## src/common/mac_cfg_pkg.sv

```systemverilog
// ========================================
// machine configuration: download indexes,
// floppy image sizes and model select
// ========================================
package mac_cfg_pkg;

	// ========================================
	// host download index
	// ========================================

	// floppy indexes use their low bits as image slot
	// rom index may carry bit 6 to pick the se image
	typedef enum logic [7:0] {
		DL_ROM        = 8'd0,
		DL_FLOPPY_INT = 8'd1,
		DL_FLOPPY_EXT = 8'd2
	} dl_index_t;

	// ========================================
	// floppy image sizes in 16 bit words
	// ========================================

	// 800k double sided image
	localparam logic [23:0] IMG_WORDS_DS = 24'd409600;

	// 400k single sided image
	localparam logic [23:0] IMG_WORDS_SS = 24'd204800;

	// ========================================
	// machine model
	// ========================================

	// also used as the rom image select bit
	typedef enum logic {
		MODEL_PLUS = 1'b0,
		MODEL_SE   = 1'b1
	} mac_model_t;

endpackage

```

## src/common/mem_map_pkg.sv

```systemverilog
// ========================================
// memory map: sdram widths, region prefixes
// and the bus slot sequence
// ========================================
package mem_map_pkg;

	// ========================================
	// port widths
	// ========================================

	// sdram word address, 32M words of 16 bit
	localparam int SDRAM_AW = 25;
	localparam int SDRAM_DW = 16;

	// chipset word address
	// bit 0 picks the byte on disk image reads
	localparam int CS_AW = 22;

	// loader word address inside the download window
	localparam int DL_AW = 21;

	// ========================================
	// region prefixes, top 4 bits of sdram_addr
	// ========================================

	// downloads land at word 0x200000 and up
	localparam logic [3:0] DL_REGION = 4'b0001;

	// rom reads hit the same window as the rom download
	// (index 0, model bit selects the image)
	localparam logic [3:0] ROM_REGION = 4'b0001;

	// ========================================
	// bus slots
	// ========================================

	// four slots per round, io slot belongs to the loader
	// while a download runs
	typedef enum logic [1:0] {
		SLOT_VIDEO = 2'd0,
		SLOT_CPU_A = 2'd1,
		SLOT_IO    = 2'd2,
		SLOT_CPU_B = 2'd3
	} bus_slot_t;

endpackage
```

## src/design/macplus_glue_top.sv

```systemverilog
// ========================================
// mac plus memory glue: reset, downloads,
// floppy detect and sdram sharing
// ========================================
module macplus_glue_top
	import mem_map_pkg::*;
	import mac_cfg_pkg::*;
#(
	parameter int RESET_HOLD = 16,
	parameter int SLOT_LEN   = 4,
	parameter int LED_HOLD   = 64
) (
	input  logic                clk_sys,
	input  logic                rst_n,
	// reset and configuration
	input  logic                reset_req,
	input  logic                cpu_reset_n,
	input  logic                ram_4mb_sel,
	input  mac_model_t          model_sel,
	output logic                sys_reset_n,
	output logic                ram_4mb,
	output mac_model_t          model,
	// host download
	input  logic                dl_active,
	input  dl_index_t           dl_index,
	input  logic                dl_wr,
	input  logic [24:0]         dl_addr,
	input  logic [15:0]         dl_data,
	output logic                dl_wait,
	// chipset
	input  logic [CS_AW-1:0]    cs_addr,
	input  logic                cs_rom_rd,
	input  logic                cs_ram_rd,
	input  logic                cs_ram_wr,
	input  logic                cs_uds,
	input  logic                cs_lds,
	input  logic [SDRAM_DW-1:0] cs_wdata,
	input  logic                cs_disk_rd,
	output logic [SDRAM_DW-1:0] cs_rdata,
	// sdram
	output logic [SDRAM_AW-1:0] sdram_addr,
	output logic [SDRAM_DW-1:0] sdram_din,
	output logic [1:0]          sdram_ds,
	output logic                sdram_we,
	output logic                sdram_oe,
	input  logic [SDRAM_DW-1:0] sdram_dout,
	// floppies, bit 0 internal, bit 1 external
	input  logic [1:0]          eject,
	output logic [1:0]          floppy_ins,
	output logic [1:0]          floppy_ds,
	// disk led
	input  logic [1:0]          disk_act,
	input  logic [1:0]          disk_motor,
	output logic                led
);

	logic                io_slot;
	logic                dl_we;
	logic [DL_AW-1:0]    dl_word_addr;
	logic [SDRAM_DW-1:0] dl_wdata;

	reset_seq #(
		.RESET_HOLD(RESET_HOLD)
	) u_reset_seq (
		.clk_sys    (clk_sys),
		.rst_n      (rst_n),
		.reset_req  (reset_req),
		.cpu_reset_n(cpu_reset_n),
		.ram_4mb_sel(ram_4mb_sel),
		.model_sel  (model_sel),
		.sys_reset_n(sys_reset_n),
		.ram_4mb    (ram_4mb),
		.model      (model)
	);

	rom_loader u_rom_loader (
		.clk_sys     (clk_sys),
		.rst_n       (rst_n),
		.dl_wr       (dl_wr),
		.dl_index    (dl_index),
		.dl_addr     (dl_addr),
		.dl_data     (dl_data),
		.dl_active   (dl_active),
		.io_slot     (io_slot),
		.dl_wait     (dl_wait),
		.dl_we       (dl_we),
		.dl_word_addr(dl_word_addr),
		.dl_wdata    (dl_wdata)
	);

	mem_arbiter #(
		.SLOT_LEN(SLOT_LEN)
	) u_mem_arbiter (
		.clk_sys     (clk_sys),
		.rst_n       (rst_n),
		.dl_active   (dl_active),
		.dl_we       (dl_we),
		.dl_word_addr(dl_word_addr),
		.dl_wdata    (dl_wdata),
		.model       (model),
		.cs_addr     (cs_addr),
		.cs_rom_rd   (cs_rom_rd),
		.cs_ram_rd   (cs_ram_rd),
		.cs_ram_wr   (cs_ram_wr),
		.cs_uds      (cs_uds),
		.cs_lds      (cs_lds),
		.cs_wdata    (cs_wdata),
		.cs_disk_rd  (cs_disk_rd),
		.io_slot     (io_slot),
		.cs_rdata    (cs_rdata),
		.sdram_addr  (sdram_addr),
		.sdram_din   (sdram_din),
		.sdram_ds    (sdram_ds),
		.sdram_we    (sdram_we),
		.sdram_oe    (sdram_oe),
		.sdram_dout  (sdram_dout)
	);

	// internal drive
	floppy_detect #(
		.DRIVE(DL_FLOPPY_INT)
	) u_floppy_int (
		.clk_sys     (clk_sys),
		.rst_n       (rst_n),
		.dl_active   (dl_active),
		.dl_index    (dl_index),
		.dl_addr     (dl_addr),
		.eject       (eject[0]),
		.inserted    (floppy_ins[0]),
		.double_sided(floppy_ds[0])
	);

	// external drive
	floppy_detect #(
		.DRIVE(DL_FLOPPY_EXT)
	) u_floppy_ext (
		.clk_sys     (clk_sys),
		.rst_n       (rst_n),
		.dl_active   (dl_active),
		.dl_index    (dl_index),
		.dl_addr     (dl_addr),
		.eject       (eject[1]),
		.inserted    (floppy_ins[1]),
		.double_sided(floppy_ds[1])
	);

	disk_activity_led #(
		.LED_HOLD(LED_HOLD)
	) u_disk_led (
		.clk_sys   (clk_sys),
		.rst_n     (rst_n),
		.disk_act  (disk_act),
		.disk_motor(disk_motor),
		.dl_active (dl_active),
		.led       (led)
	);

endmodule

```

## src/design/disk_activity_led.sv

```systemverilog
// ========================================
// disk led: stretches activity pulses into
// a visible level
// ========================================
module disk_activity_led #(
	parameter int LED_HOLD = 64
) (
	input  logic       clk_sys,
	input  logic       rst_n,
	input  logic [1:0] disk_act,
	input  logic [1:0] disk_motor,
	input  logic       dl_active,
	output logic       led
);

	localparam int CW = $clog2(LED_HOLD + 1);

	logic [CW-1:0] hold_cnt;
	logic          act_stretch;

	// any drive pulse restarts the hold window
	always_ff @(posedge clk_sys) begin
		if (!rst_n) begin
			hold_cnt <= '0;
		end else if (|disk_act) begin
			hold_cnt <= CW'(LED_HOLD);
		end else if (hold_cnt != '0) begin
			hold_cnt <= hold_cnt - 1'b1;
		end
	end

	assign act_stretch = (hold_cnt != '0);

	// motor on gives steady light, activity blinks it off
	assign led = dl_active || (act_stretch ^ (|disk_motor));

endmodule

```

## src/memory/mem_arbiter.sv

```systemverilog
// ========================================
// memory arbiter: bus slot sequence and the
// shared sdram port, loader vs chipset
// ========================================
module mem_arbiter
	import mem_map_pkg::*;
	import mac_cfg_pkg::*;
#(
	parameter int SLOT_LEN = 4
) (
	input  logic                clk_sys,
	input  logic                rst_n,
	// loader side
	input  logic                dl_active,
	input  logic                dl_we,
	input  logic [DL_AW-1:0]    dl_word_addr,
	input  logic [SDRAM_DW-1:0] dl_wdata,
	input  mac_model_t          model,
	// chipset side
	input  logic [CS_AW-1:0]    cs_addr,
	input  logic                cs_rom_rd,
	input  logic                cs_ram_rd,
	input  logic                cs_ram_wr,
	input  logic                cs_uds,
	input  logic                cs_lds,
	input  logic [SDRAM_DW-1:0] cs_wdata,
	input  logic                cs_disk_rd,
	output logic                io_slot,
	output logic [SDRAM_DW-1:0] cs_rdata,
	// sdram port
	output logic [SDRAM_AW-1:0] sdram_addr,
	output logic [SDRAM_DW-1:0] sdram_din,
	output logic [1:0]          sdram_ds,
	output logic                sdram_we,
	output logic                sdram_oe,
	input  logic [SDRAM_DW-1:0] sdram_dout
);

	localparam int CW = (SLOT_LEN > 1) ? $clog2(SLOT_LEN) : 1;

	bus_slot_t              slot;
	logic [CW-1:0]          slot_cnt;
	logic                   dl_cycle;
	logic [SDRAM_AW-1:0]    cs_map;
	logic [7:0]             disk_byte;

	// ========================================
	// slot sequence
	// ========================================

	// video, cpu, io, cpu, each SLOT_LEN clocks
	always_ff @(posedge clk_sys) begin
		if (!rst_n) begin
			slot     <= SLOT_VIDEO;
			slot_cnt <= '0;
		end else if (slot_cnt == CW'(SLOT_LEN - 1)) begin
			slot_cnt <= '0;
			// 2 bit wrap brings cpu_b back to video
			slot     <= bus_slot_t'(slot + 2'd1);
		end else begin
			slot_cnt <= slot_cnt + 1'b1;
		end
	end

	assign io_slot = (slot == SLOT_IO);

	// loader owns the port in io slots of a running download
	assign dl_cycle = dl_active && io_slot;

	// ========================================
	// chipset address map
	// ========================================

	// rom: model bit stands in for address bits 21:19
	// ram: plain word address in the low region
	always_comb begin
		if (cs_rom_rd) begin
			cs_map = {ROM_REGION, 2'b00, model, cs_addr[18:1]};
		end else begin
			cs_map = {4'b0000, cs_addr[21:1]};
		end
	end

	// ========================================
	// port mux
	// ========================================

	assign sdram_addr = dl_cycle ? {DL_REGION, dl_word_addr} : cs_map;
	assign sdram_din  = dl_cycle ? dl_wdata : cs_wdata;
	assign sdram_ds   = dl_cycle ? 2'b11 : {cs_uds, cs_lds};
	assign sdram_we   = dl_cycle ? dl_we : cs_ram_wr;
	assign sdram_oe   = dl_cycle ? 1'b0 : (cs_rom_rd || cs_ram_rd);

	// ========================================
	// read data
	// ========================================

	// disk images are byte wide, addr bit 0 picks the low byte
	assign disk_byte = cs_addr[0] ? sdram_dout[7:0] : sdram_dout[15:8];

	// all ones while downloading keeps the screen black
	always_comb begin
		if (dl_cycle) begin
			cs_rdata = '1;
		end else if (cs_disk_rd) begin
			cs_rdata = {disk_byte, disk_byte};
		end else begin
			cs_rdata = sdram_dout;
		end
	end

	// a write and a read at once would corrupt the model's bus
	a_we_oe_excl: assert property (
		@(posedge clk_sys) disable iff (!rst_n)
		!(sdram_we && sdram_oe)
	);

endmodule

```

## src/loader/floppy_detect.sv

```systemverilog
// ========================================
// floppy detect: image presence and sides
// for one drive, from the download size
// ========================================
module floppy_detect
	import mac_cfg_pkg::*;
#(
	parameter dl_index_t DRIVE = DL_FLOPPY_INT
) (
	input  logic        clk_sys,
	input  logic        rst_n,
	input  logic        dl_active,
	input  dl_index_t   dl_index,
	input  logic [24:0] dl_addr,
	input  logic        eject,
	output logic        inserted,
	output logic        double_sided
);

	logic        active_d;
	logic        ss_flag;
	logic [23:0] word_cnt;

	// address after the last write equals the word count
	assign word_cnt = dl_addr[24:1];

	always_ff @(posedge clk_sys) begin
		if (!rst_n) begin
			active_d     <= 1'b0;
			double_sided <= 1'b0;
			ss_flag      <= 1'b0;
		end else begin
			active_d <= dl_active;
			// end of a download for this drive
			if (active_d && !dl_active && dl_index == DRIVE) begin
				double_sided <= (word_cnt == IMG_WORDS_DS);
				ss_flag      <= (word_cnt == IMG_WORDS_SS);
			end
			// eject from the os wins
			if (eject) begin
				double_sided <= 1'b0;
				ss_flag      <= 1'b0;
			end
		end
	end

	// odd sizes leave the drive empty
	assign inserted = double_sided || ss_flag;

endmodule

```

## src/loader/rom_loader.sv

```systemverilog
// ========================================
// rom loader: host download words to
// slot timed sdram writes with host wait
// ========================================
module rom_loader
	import mem_map_pkg::*;
	import mac_cfg_pkg::*;
(
	input  logic                clk_sys,
	input  logic                rst_n,
	input  logic                dl_wr,
	input  dl_index_t           dl_index,
	input  logic [24:0]         dl_addr,
	input  logic [15:0]         dl_data,
	input  logic                dl_active,
	input  logic                io_slot,
	output logic                dl_wait,
	output logic                dl_we,
	output logic [DL_AW-1:0]    dl_word_addr,
	output logic [SDRAM_DW-1:0] dl_wdata
);

	logic             wr_pend;
	logic             io_slot_d;
	logic [DL_AW-1:0] map_addr;

	// ========================================
	// address mapping
	// ========================================

	// floppies: index low bits select a 512k word window
	// rom: index bit 6 selects plus or se image, 256k words each
	always_comb begin
		if (dl_index[1:0] != 2'b00) begin
			map_addr = {dl_index[1:0], dl_addr[19:1]};
		end else begin
			map_addr = {2'b00, dl_index[6], dl_addr[18:1]};
		end
	end

	// ========================================
	// capture
	// ========================================

	// host sends little endian words, 68k wants big endian
	always_ff @(posedge clk_sys) begin
		if (dl_wr) begin
			dl_wdata     <= {dl_data[7:0], dl_data[15:8]};
			dl_word_addr <= map_addr;
		end
	end

	// ========================================
	// wait and pending write
	// ========================================

	always_ff @(posedge clk_sys) begin
		if (!rst_n) begin
			dl_wait   <= 1'b0;
			wr_pend   <= 1'b0;
			io_slot_d <= 1'b0;
		end else begin
			// hold the host off until the word is in sdram
			if (dl_wr) begin
				dl_wait <= 1'b1;
			end
			io_slot_d <= io_slot;
			// arm the write only outside the io slot
			// so it covers one whole slot
			if (!io_slot) begin
				wr_pend <= dl_wait;
			end
			// end of the io slot with a write done
			if (io_slot_d && !io_slot && wr_pend) begin
				dl_wait <= 1'b0;
			end
		end
	end

	// write enable only counts while the download is open
	assign dl_we = wr_pend && dl_active;

	// host must honour the wait level
	a_no_wr_in_wait: assert property (
		@(posedge clk_sys) disable iff (!rst_n)
		dl_wait |-> !dl_wr
	);

endmodule

```

## src/design/reset_seq.sv

```systemverilog
// ========================================
// reset sequencer: stretches reset and
// latches the machine configuration
// ========================================
module reset_seq
	import mac_cfg_pkg::*;
#(
	parameter int RESET_HOLD = 16
) (
	input  logic       clk_sys,
	input  logic       rst_n,
	input  logic       reset_req,
	input  logic       cpu_reset_n,
	input  logic       ram_4mb_sel,
	input  mac_model_t model_sel,
	output logic       sys_reset_n,
	output logic       ram_4mb,
	output mac_model_t model
);

	localparam int CW = $clog2(RESET_HOLD + 1);

	logic [CW-1:0] hold_cnt;
	logic          any_src;

	// board reset, user request or the cpu reset instruction
	assign any_src = !rst_n || reset_req || !cpu_reset_n;

	// ========================================
	// hold counter
	// ========================================

	always_ff @(posedge clk_sys) begin
		if (any_src) begin
			// restart the hold window on every active cycle
			hold_cnt    <= CW'(RESET_HOLD);
			sys_reset_n <= 1'b0;
		end else if (hold_cnt != '0) begin
			hold_cnt <= hold_cnt - 1'b1;
			// selections follow the host until the count ends
			ram_4mb  <= ram_4mb_sel;
			model    <= model_sel;
		end else begin
			sys_reset_n <= 1'b1;
		end
	end

	// the running machine must never see its memory size or rom move
	a_cfg_frozen: assert property (
		@(posedge clk_sys) disable iff (!rst_n)
		sys_reset_n |=> ($stable(ram_4mb) && $stable(model))
	);

endmodule

```

## config.mk

```make
export PLATFORM = sky130hd
export DESIGN_NAME = macplus_glue_top
export DESIGN_NICKNAME = d
export VERILOG_FILES = /design/src/common/mac_cfg_pkg.sv /design/src/common/mem_map_pkg.sv /design/src/design/macplus_glue_top.sv /design/src/design/disk_activity_led.sv /design/src/memory/mem_arbiter.sv /design/src/loader/floppy_detect.sv /design/src/loader/rom_loader.sv /design/src/design/reset_seq.sv
export SDC_FILE = /design/constraint.sdc
export NUM_CORES = 1
export LEC_CHECK = 0
export ABC_AREA = 1
export BUFFER_PORTS_ARGS = -buffer_cell sky130_fd_sc_hd__buf_2
export CAP_MARGIN = 20
export CORE_UTILIZATION = 48
export CTS_CLUSTER_DIAMETER = 150
export DETAILED_ROUTE_END_ITERATION = 8
export GPL_ROUTABILITY_DRIVEN = 0
export MAX_ROUTING_LAYER = met4
export PLACE_DENSITY = 0.95
export SYNTH_ARGS = -nofsm -noshare
export SYNTH_HDL_FRONTEND = slang
export SYNTH_SLANG_ARGS = --single-unit
```

## constraint.sdc

```tcl
create_clock -name clk_sys -period 3.55 [get_ports clk_sys]
set_clock_uncertainty 0.2 [all_clocks]
set_input_delay 0.71 -clock clk_sys [delete_from_list [all_inputs] [get_ports clk_sys]]
set_output_delay 0.71 -clock clk_sys [all_outputs]
set_load 0.05 [all_outputs]
```

==> impl_metrics.tcl, run 1 <==
set metrics [dict create \
    rsz0062_at_grt "false" \
    cts_buffer_depth 2 \
    grt_start_max_net_pins 40 \
    nFillCells 559 \
    power_density_nw_per_um2 442 \
    cts_tree "built" \
    dp_cells 716 \
    setup_viol 0 \
    area_growth_pct 34.5 \
    critical_path_required_ps 2640 \
    cts-resized-gates 0 \
    synth-warning-count 0 \
    place_ws_ps 739 \
    clk_pin_slew_worst_paths_ps 70 \
    synth_edf_count 39 \
    portBuffers 188 \
    fin_crit_sh_pct 83.2 \
    layout_common_cells "buf_2 (188), nand2_1 (174), nor2_1 (66), inv_1 (42), edfxtp_1 (39)" \
    h-tree-depth 3 \
    overflow 0 \
    layout_commonest_cell "buf_2" \
    synth_top_area_share_pct 34.9 \
    fmax_ghz 0.338 \
    cts_root_buf "clkbuf_8" \
    design_area_um2 4520 \
    clock-sinks 64 \
    grt_usage_pct 24.7 \
    leakage_nw 2.44 \
    start_util_pct 49.4 \
    end_kind "output pin" \
    grt_pass1_vias 3150 \
    final_util_pct 66.5 \
    ys_seq_elements 64 \
    crit_type "reg -> out" \
    cts_hold_buf 0 \
    synth_cell_types 27 \
    syn_avg_cell_area_um2 7.46 \
    hpwl_um 6780 \
    rows 30 \
    crit_arrival_ps 2040 \
    core_um2 6790 \
    antenna_left 0 \
    dpl-instance-area_um2 4310 \
    min-delay-path-class "reg -> reg" \
    outcome "finished clean" \
    fin_ws_ps 595 \
    ys.flop_type "edfxtp_1" \
    netlist_area_um2 3360 \
    drv_slew 0 \
    numCtsBuffers 9 \
    finalHoldViolations 0 \
    grt_antenna_before_repair 0 \
    drive_above_1_share_pct 33.8 \
    slew-limit-headroom_pct 43.5 \
    yosysTopAreaCell "edfxtp_1" \
    drt_wl_total_um 8800 \
    layout_min_cycle_time_ps 2950 \
    ir_drop_mv 0.323 \
    antennaDiodeCount 0 \
    tns_ps 0 \
    die_height_um 85.6 \
    post-cts-setup-buffer-count 0 \
    worstSetupStartpointType "flop" \
    viasPerCell 4.75 \
    dieWidth_um 85.6 \
    synth_cells 450 \
    drtIter0Drc 190 \
    dr.pass1.iters 5 \
    tightestPinTransition_ps 848 \
    drc 0 \
    ys_seq_area_share_pct 49.8 \
    cp_max_fo 39 \
    clk-insertion-delay-late_ps 340 \
    ios 193 \
    synth_area_leaders "edfxtp_1 (35%), nand2_1 (20%), dfxtp_1 (15%)" \
    post_drt_wl_per_cell_um 12.0 \
    final_cell_count_no_fill 732 \
    grt_pass1_wl_um 13500 \
    vias 3476 \
    holdWs_ps 228 \
    async_flop_share_pct 0 \
    cap_violations 0 \
    finalNetCount 759 \
    total_power_mw 2.00 \
    die-area_um2 7340 \
]
## cell families after synthesis
| kind of cell | Yosys count | share of synthesized area, % |
|---|---|---|
| DFF | 64 | 49.8 |
| buffers and inverters | 66 | 8.79 |
| xor gates and xnor gates | 4 | 1.04 |
| and+or+nand+nor | 283 | 34.2 |
| AOI/OAI and AO/OA | 27 | 4.17 |
| adders and majority gates | 5 | 1.86 |
| other | 1 | 0.112 |
## cell usage after synthesis (all sizes together), types with 4 or more instances
library cell and count:
nor2 68, inv 44, a21oi 8, buf 18, o21ai 16, edfxtp 39, clkbuf 4, ha 5
nand2 177, dfxtp 25, or2 4, nand3 26
## final cells by class
class	instances	area (um^2)	area share [%]
flip-flops and latches	64	1670	37.0
multi-input cells	322	1400	31.0
clock inverters	2	8.76	0.194
inverters	44	165	3.66
clock buffers	14	195	4.32
well taps	96	120	2.66
repair buffers	190	956	21.2
## power breakdown
group	total (mW)	switching [mW]	internal (mW)
sequential	0.860	0.0182	0.842
combinational	0.515	0.370	0.145
clock	0.624	0.269	0.355
total	2.00	0.657	1.34
## routing by layer
layer / wire (um) / global-route usage (%) / vias up
met4: 177 / 8.03 / 0
met2: 4610 / 45.1 / 132
met1: 3410 / 24.5 / 1565
li1: - / - / 1762
met3: 598 / 8.57 / 17
met5: 0 / - / -
## registers in the layout, indices dropped and copies added (netlist names), 2 cells and up
name	count
u_rom_loader.dl_wdata	16
u_reset_seq.hold_cnt	5
u_disk_led.hold_cnt	7
u_mem_arbiter.slot	2
u_rom_loader.dl_word_addr	21
u_mem_arbiter.slot_cnt	2
## critical path, stage by stage (launching register included)
cell     delay (ps)
dfxtp_1         330
inv_1            60
ha_1            240
nand2_2         100
inv_2           470
nand2_1         120
nand2_1         110
buf_2           260
## final timing paths
kind	start	endpoint	slack, ps	cells past startpoint
min	u_mem_arbiter.slot_cnt[0]$_SDFF_PP0_	u_mem_arbiter.slot_cnt[0]$_SDFF_PP0_	230	1
max reg2reg	u_disk_led.hold_cnt[0]$_SDFFE_PP0P_	u_disk_led.hold_cnt[1]$_SDFFE_PP0P_	2000	7
min reg2reg	u_mem_arbiter.slot_cnt[0]$_SDFF_PP0_	u_mem_arbiter.slot_cnt[0]$_SDFF_PP0_	230	1
max	u_mem_arbiter.slot[0]$_SDFFE_PN0P_	sdram_addr[20]	600	7
Power figures use the tool's default switching activity.
==> run 2: changes to the inputs <==
ABC_AREA = 0   (was 1)
CORE_UTILIZATION = 43   (was 48)
PLACE_DENSITY = 0.9   (was 0.95)
clock period = 2.8 ns   (was 3.55 ns; I/O delays follow)
==> run 2 against run 1 <==
Against the previous run: highest routed layer unchanged; global-route usage is 3.5 points lower; area after synthesis is 5.0% lower; critical path depth is 1 lower; via count is 15% lower; non-clock buffer count is 1 higher; routed wire length is 5.9% lower; cell area is 2.6% lower; largest cell class unchanged; critical path type unchanged; first-iteration DRC count is 28% lower; register-to-register slack worse by 1100 ps; final cell count is 20% lower.
==> impl_metrics.tcl, run 2 <==
set metrics [dict create \
    holdWs_ps 196 \
    synth_top_area_share_pct 36.7 \
    critical_path_required_ps 2040 \
    worstSetupStartpointType "flop" \
    cts_root_buf "clkbuf_8" \
    die-area_um2 7770 \
    area_growth_pct 37.9 \
    drc 0 \
    h-tree-depth 3 \
    syn_avg_cell_area_um2 11.0 \
    switching_share_pct 33.1 \
    outcome "finished clean" \
    clk_pin_slew_worst_paths_ps 80 \
    vias 2953 \
    hpwl_um 6480 \
    synth_area_leaders "edfxtp_1 (37%), dfxtp_1 (16%), mux2_2 (13%)" \
    synth-warning-count 0 \
    cap_violations 0 \
    grt_pass1_vias 2771 \
    core_um2 7210 \
    min-delay-path-class "in -> reg" \
    top_layer_used "met4" \
    rows 31 \
    largest-register "u_rom_loader.dl_word_addr" \
    final_cell_count_no_fill 582 \
    met1_length_um 3230 \
    dieWidth_um 88.1 \
    largest_reg_flops 21 \
    pwr-share-comb_pct 26.3 \
    critPathMaxStageDelay_ps 460 \
    met3_length_um 584 \
    viasPerCell 5.07 \
    p_sw_mw 0.791 \
    fmax_ghz 0.364 \
    finalNetCount 605 \
    multi_input_area_um2 1420 \
    ys.flop_type "edfxtp_1" \
    antenna_left 0 \
    cp_max_fo 3 \
    layout_commonest_cell "buf_2" \
    crit_type "reg -> out" \
    numCtsBuffers 9 \
    overflow 0 \
    drive_above_1_share_pct 52.9 \
    setup_viol 0 \
    register_area_um2 1670 \
    grt_pass1_wl_um 12200 \
    cts_hold_buf 0 \
    cts_tree "built" \
    final_util_pct 61.0 \
    synth_edf_count 39 \
    end_kind "output pin" \
    timing.reg2reg.setup_slack_ps 920 \
    drtIter0Drc 136 \
    die_height_um 88.1 \
    leakage_nw 2.02 \
    r2r-start "u_disk_led.hold_cnt[0]$_SDFFE_PP0P_" \
    layout_common_cells "buf_2 (187), edfxtp_1 (39), nand2_1 (36), mux2_2 (36), dfxtp_1 (25)" \
    finalHoldViolations 0 \
    portBuffers 188 \
    drt_wl_total_um 8280 \
    synthTopCellsByCount "edfxtp_1 (39), nand2_1 (37), mux2_2 (36)" \
    tns_ps 0 \
    drv_slew 0 \
    p_int_mw 1.60 \
    clock-sinks 64 \
    clkPwrFrac_pct 28.0 \
    cts_buffer_depth 2 \
    slowest_stage "or4b_4" \
    top_regs "u_rom_loader.dl_word_addr (21), u_rom_loader.dl_wdata (16), u_disk_led.hold_cnt (7)" \
    slew-limit-headroom_pct 44.5 \
    clk-insertion-delay-late_ps 320 \
    fin_ws_ps 53.8 \
    crit_path_start "u_disk_led.hold_cnt[0]$_SDFFE_PP0P_" \
    dp_cells 564 \
    power_density_nw_per_um2 543 \
    nFillCells 625 \
    ys_seq_area_share_pct 52.4 \
    crit_arrival_ps 1990 \
    synth_most_common_cell "edfxtp_1" \
    fin_crit_sh_pct 98.1 \
    seq_power_share_pct 45.7 \
    synth_cell_types 43 \
    synth_cells 291 \
    post_drt_wl_per_cell_um 14.2 \
    place_ws_ps 256 \
    ir_drop_mv 0.302 \
    async_flop_share_pct 0 \
    yosysTopAreaCell "edfxtp_1" \
    hp-start "dl_data[15]" \
    grt_usage_pct 21.2 \
    ys_seq_elements 64 \
    netlist_area_um2 3190 \
    path_cells "inv_2 -> ha_4 -> or4b_4 -> or3_1 -> nand3_2 -> buf_8" \
    dr.pass1.iters 4 \
    layout_min_cycle_time_ps 2750 \
    start_util_pct 44.2 \
    wl_met2_um 4370 \
    grt_start_max_net_pins 48 \
    tightestPinTransition_ps 833 \
    ios 193 \
    grt_antenna_before_repair 0 \
]
## run 2: changes by cell type after synthesis, sizes merged, moves of 7 or more
cell | previous run | this run
nand2 | 177 | 37
nor2 | 68 | 19
inv | 44 | 8
mux2 | 0 | 36
o21ai | 16 | 2
buf | 18 | 11
## run 2: final cells by class
class	count	share of cell area, %
Inverter	8	0.683
Clock buffer	11	2.99
Antenna cell	1	0.0569
Clock inverter	5	0.796
Sequential cell	64	38.0
Multi-Input combinational cell	203	32.3
Tap cell	99	2.82
Timing Repair Buffer	191	22.4
## run 2: stage by stage
| stage | power (mW) | area (um^2) |
|---|---|---|
| after floorplan | 1.54 | 3200 |
| after global placement | 1.71 | 4190 |
| after detailed placement | 1.73 | 4190 |
| after CTS | 2.41 | 4370 |
| after global routing | 2.50 | 4400 |
| final | 2.39 | 4400 |
## run 2: cells by family (layout without fill, tap and decap cells)
logic type,Yosys count,after routing,synth area share [%]
AOI/OAI and AO/OA,24,24,5.45
xor gates and xnor gates,7,7,1.92
adders and majority gates,5,5,1.96
buffers and inverters,26,215,4.04
DFF,64,64,52.4
muxes,38,38,13.3
other,1,4,0.118
and+or+nand+nor,126,126,20.8
## run 2: path summary, 6_finish.rpt
kind	end	cells past startpoint
min reg2reg	u_mem_arbiter.slot_cnt[0]$_SDFF_PP0_	1
max reg2reg	u_disk_led.hold_cnt[2]$_SDFFE_PP0P_	6
min	u_rom_loader.dl_wdata[7]$_DFFE_PP_	1
max	led	6
## run 2: metal layers
layer / vias up / track usage (%)
met3: 12 / 4.71
met5: - / -
li1: 1428 / -
met1: 1386 / 22.8
met4: 0 / 8.06
met2: 127 / 38.0
## run 2: critical path, delay by kind of cell (launching register included)
family | cells | cell delay (ps)
flops | 1 | 330
simple gates | 3 | 940
fa+ha+maj | 1 | 140
buf+inv | 2 | 240
## run 2: repair_timing
item,CTS,global route
setup endpoints to repair,1,2
hold endpoints to repair,0,0
buffers inserted,0,1
pin swaps,1,0
gates resized for setup,5,5
## run 2: power by group through the flow
| stage | clock [mW] | sequential, mW | combinational, mW |
|---|---|---|---|
| 3_3_place_gp | 0 | 1.11 | 0.601 |
| 3_5_place_dp | 0 | 1.11 | 0.617 |
| 5_1_grt | 0.731 | 1.10 | 0.672 |
| 4_1_cts | 0.693 | 1.09 | 0.621 |
| 2_1_floorplan | 0 | 1.11 | 0.430 |
| 6_report | 0.669 | 1.09 | 0.629 |
==> run 3: changes to the inputs <==
MAX_ROUTING_LAYER = unset   (was met4)
clock period = 2.99 ns   (was 2.8 ns; I/O delays follow)
==> run 3 against run 2 <==
Against the previous run: register-to-register slack gained 220 ps; sequential power down 6%; non-clock buffer count is 1 lower; clock power grew 11%; core utilization increased by 0.12 points; first-iteration DRC count shrank 37%; highest routed layer unchanged; power down 1.7%; critical path type unchanged.
==> impl_metrics.tcl, run 3 (synthesis gave the netlist of run 2 again) <==
set metrics [dict create \
    end_kind "output pin" \
    finalNetCount 604 \
    reg2regPathDepth 4 \
    fin_crit_sh_pct 95.4 \
    switching_share_pct 31.1 \
    drc 0 \
    clkPwrFrac_pct 31.7 \
    final_util_pct 61.1 \
    grt_pass1_wl_um 11900 \
    tns_ps 0 \
    min-delay-path-class "reg -> reg" \
    power_density_nw_per_um2 533 \
    critical_path_required_ps 2190 \
    die-area_um2 7770 \
    fmax_ghz 0.351 \
    largest_reg_flops 21 \
    outcome "finished clean" \
    dpl-instance-area_um2 4190 \
    largest-register "u_rom_loader.dl_word_addr" \
    area_growth_pct 38.2 \
    antennaDiodeCount 0 \
    ir_drop_mv 0.202 \
    cap_violations 0 \
    drive_above_1_share_pct 52.4 \
    grt_usage_pct 20.3 \
    design_area_um2 4410 \
    cts_root_buf "clkbuf_8" \
    holdPathStages 1 \
    start_util_pct 44.2 \
    crit_type "reg -> out" \
    core_um2 7210 \
    finalHoldViolations 0 \
    leakage_nw 2.03 \
    rows 31 \
    timing.rr.end "u_reset_seq.model$_DFFE_PP_" \
    h-tree-depth 3 \
    ios 193 \
    pwr-share-comb_pct 24.7 \
    grt_antenna_before_repair 0 \
    nFillCells 621 \
    numCtsBuffers 9 \
    p_sw_mw 0.730 \
    seq_power_share_pct 43.6 \
    antenna_left 0 \
    clk-insertion-delay-late_ps 330 \
    timing.reg2reg.setup_slack_ps 1140 \
    layout_common_cells "buf_2 (187), edfxtp_1 (39), nand2_1 (36), mux2_2 (36), dfxtp_1 (25)" \
    clk_pin_slew_worst_paths_ps 70 \
    cts_hold_buf 0 \
    cp_max_fo 4 \
    drv_slew 0 \
    crit_arrival_ps 2050 \
    hpwl_um 6460 \
    r2r-start "u_reset_seq.hold_cnt[0]$_SDFFE_PP0P_" \
    cts_buffer_depth 2 \
    viasPerCell 5.11 \
    drt_wl_total_um 8240 \
    clock-sinks 64 \
    worstSetupStartpointType "flop" \
    post_drt_wl_per_cell_um 14.2 \
    dr.pass1.iters 5 \
    vias 2961 \
    grt_start_max_net_pins 48 \
    overflow 0 \
    cts_tree "built" \
    die_height_um 88.1 \
    p_int_mw 1.62 \
    tightestPinTransition_ps 838 \
    whs_endpoint "u_rom_loader.dl_wait$_SDFFE_PP0P_" \
    portBuffers 188 \
    rsz0062_at_grt "false" \
    setup_viol 0 \
    dieWidth_um 88.1 \
    layout_commonest_cell "buf_2" \
    layout_min_cycle_time_ps 2850 \
    hp-start "u_rom_loader.io_slot_d$_SDFF_PN0_" \
    drtIter0Drc 86 \
    top_regs "u_rom_loader.dl_word_addr (21), u_rom_loader.dl_wdata (16), u_disk_led.hold_cnt (7)" \
    grt_pass1_vias 2648 \
    slew-limit-headroom_pct 44.1 \
]
run 3: worst max-delay path, cell delays in order (launching register included):
cell	delay, ps
dfxtp_1	310
inv_1	110
ha_2	200
or4b_4	480
or3_1	360
nand3_1	100
buf_6	160
run 3: worst max-delay path by stage:
stage / slack (ps) / endpoint / start / cells past startpoint
after floorplan: 460 / sdram_addr[18] / u_mem_arbiter.slot[0]$_SDFFE_PN0P_ / 6
after global placement: 440 / led / u_disk_led.hold_cnt[0]$_SDFFE_PP0P_ / 6
after detailed placement: 400 / led / u_disk_led.hold_cnt[0]$_SDFFE_PP0P_ / 6
after CTS: 30 / led / u_disk_led.hold_cnt[0]$_SDFFE_PP0P_ / 6
after global routing: 10 / led / u_disk_led.hold_cnt[1]$_SDFFE_PP0P_ / 6
final: 140 / led / u_disk_led.hold_cnt[1]$_SDFFE_PP0P_ / 6
run 3: metrics by stage:
stage	power (mW)	setup slack [ps]	cells	hold slack [ps]
floorplan	1.44	458	293	203
global placement	1.60	444	564	207
detailed placement	1.62	398	564	222
CTS	2.37	29.8	580	215
global route	2.46	13.1	580	212
finish	2.35	138	580	227
run 3: area by class of cell:
class / instances / area [um^2] / share of cell area [%]
Sequential cell: 64 / 1670 / 37.9
Multi-Input combinational cell: 203 / 1400 / 31.8
Timing Repair Buffer: 190 / 975 / 22.1
Clock buffer: 11 / 151 / 3.43
Tap cell: 99 / 124 / 2.81
Clock inverter: 5 / 55.1 / 1.25
Inverter: 8 / 30.0 / 0.681
run 3: routing by layer:
layer  wire length [um]  vias up  GRT usage (%)
li1                   -     1421              -
met5                  0        -              0
met4                161        0           6.89
met1               3190     1386           22.7
met2               4340      134           36.8
met3                539       20           5.94
run 3: repair_timing:
item | CTS | global route
endpoints found under the setup margin | 0 | 1
gates resized for setup | 0 | 5
buffers inserted | 0 | 0
run 3: power by group through the flow:
stage / Combinational, mW / Clock [mW] / Sequential (mW)
2_1_floorplan: 0.403 / 0 / 1.04
3_3_place_gp: 0.562 / 0 / 1.04
3_5_place_dp: 0.578 / 0 / 1.04
4_1_cts: 0.580 / 0.769 / 1.02
5_1_grt: 0.621 / 0.807 / 1.03
6_report: 0.581 / 0.744 / 1.02
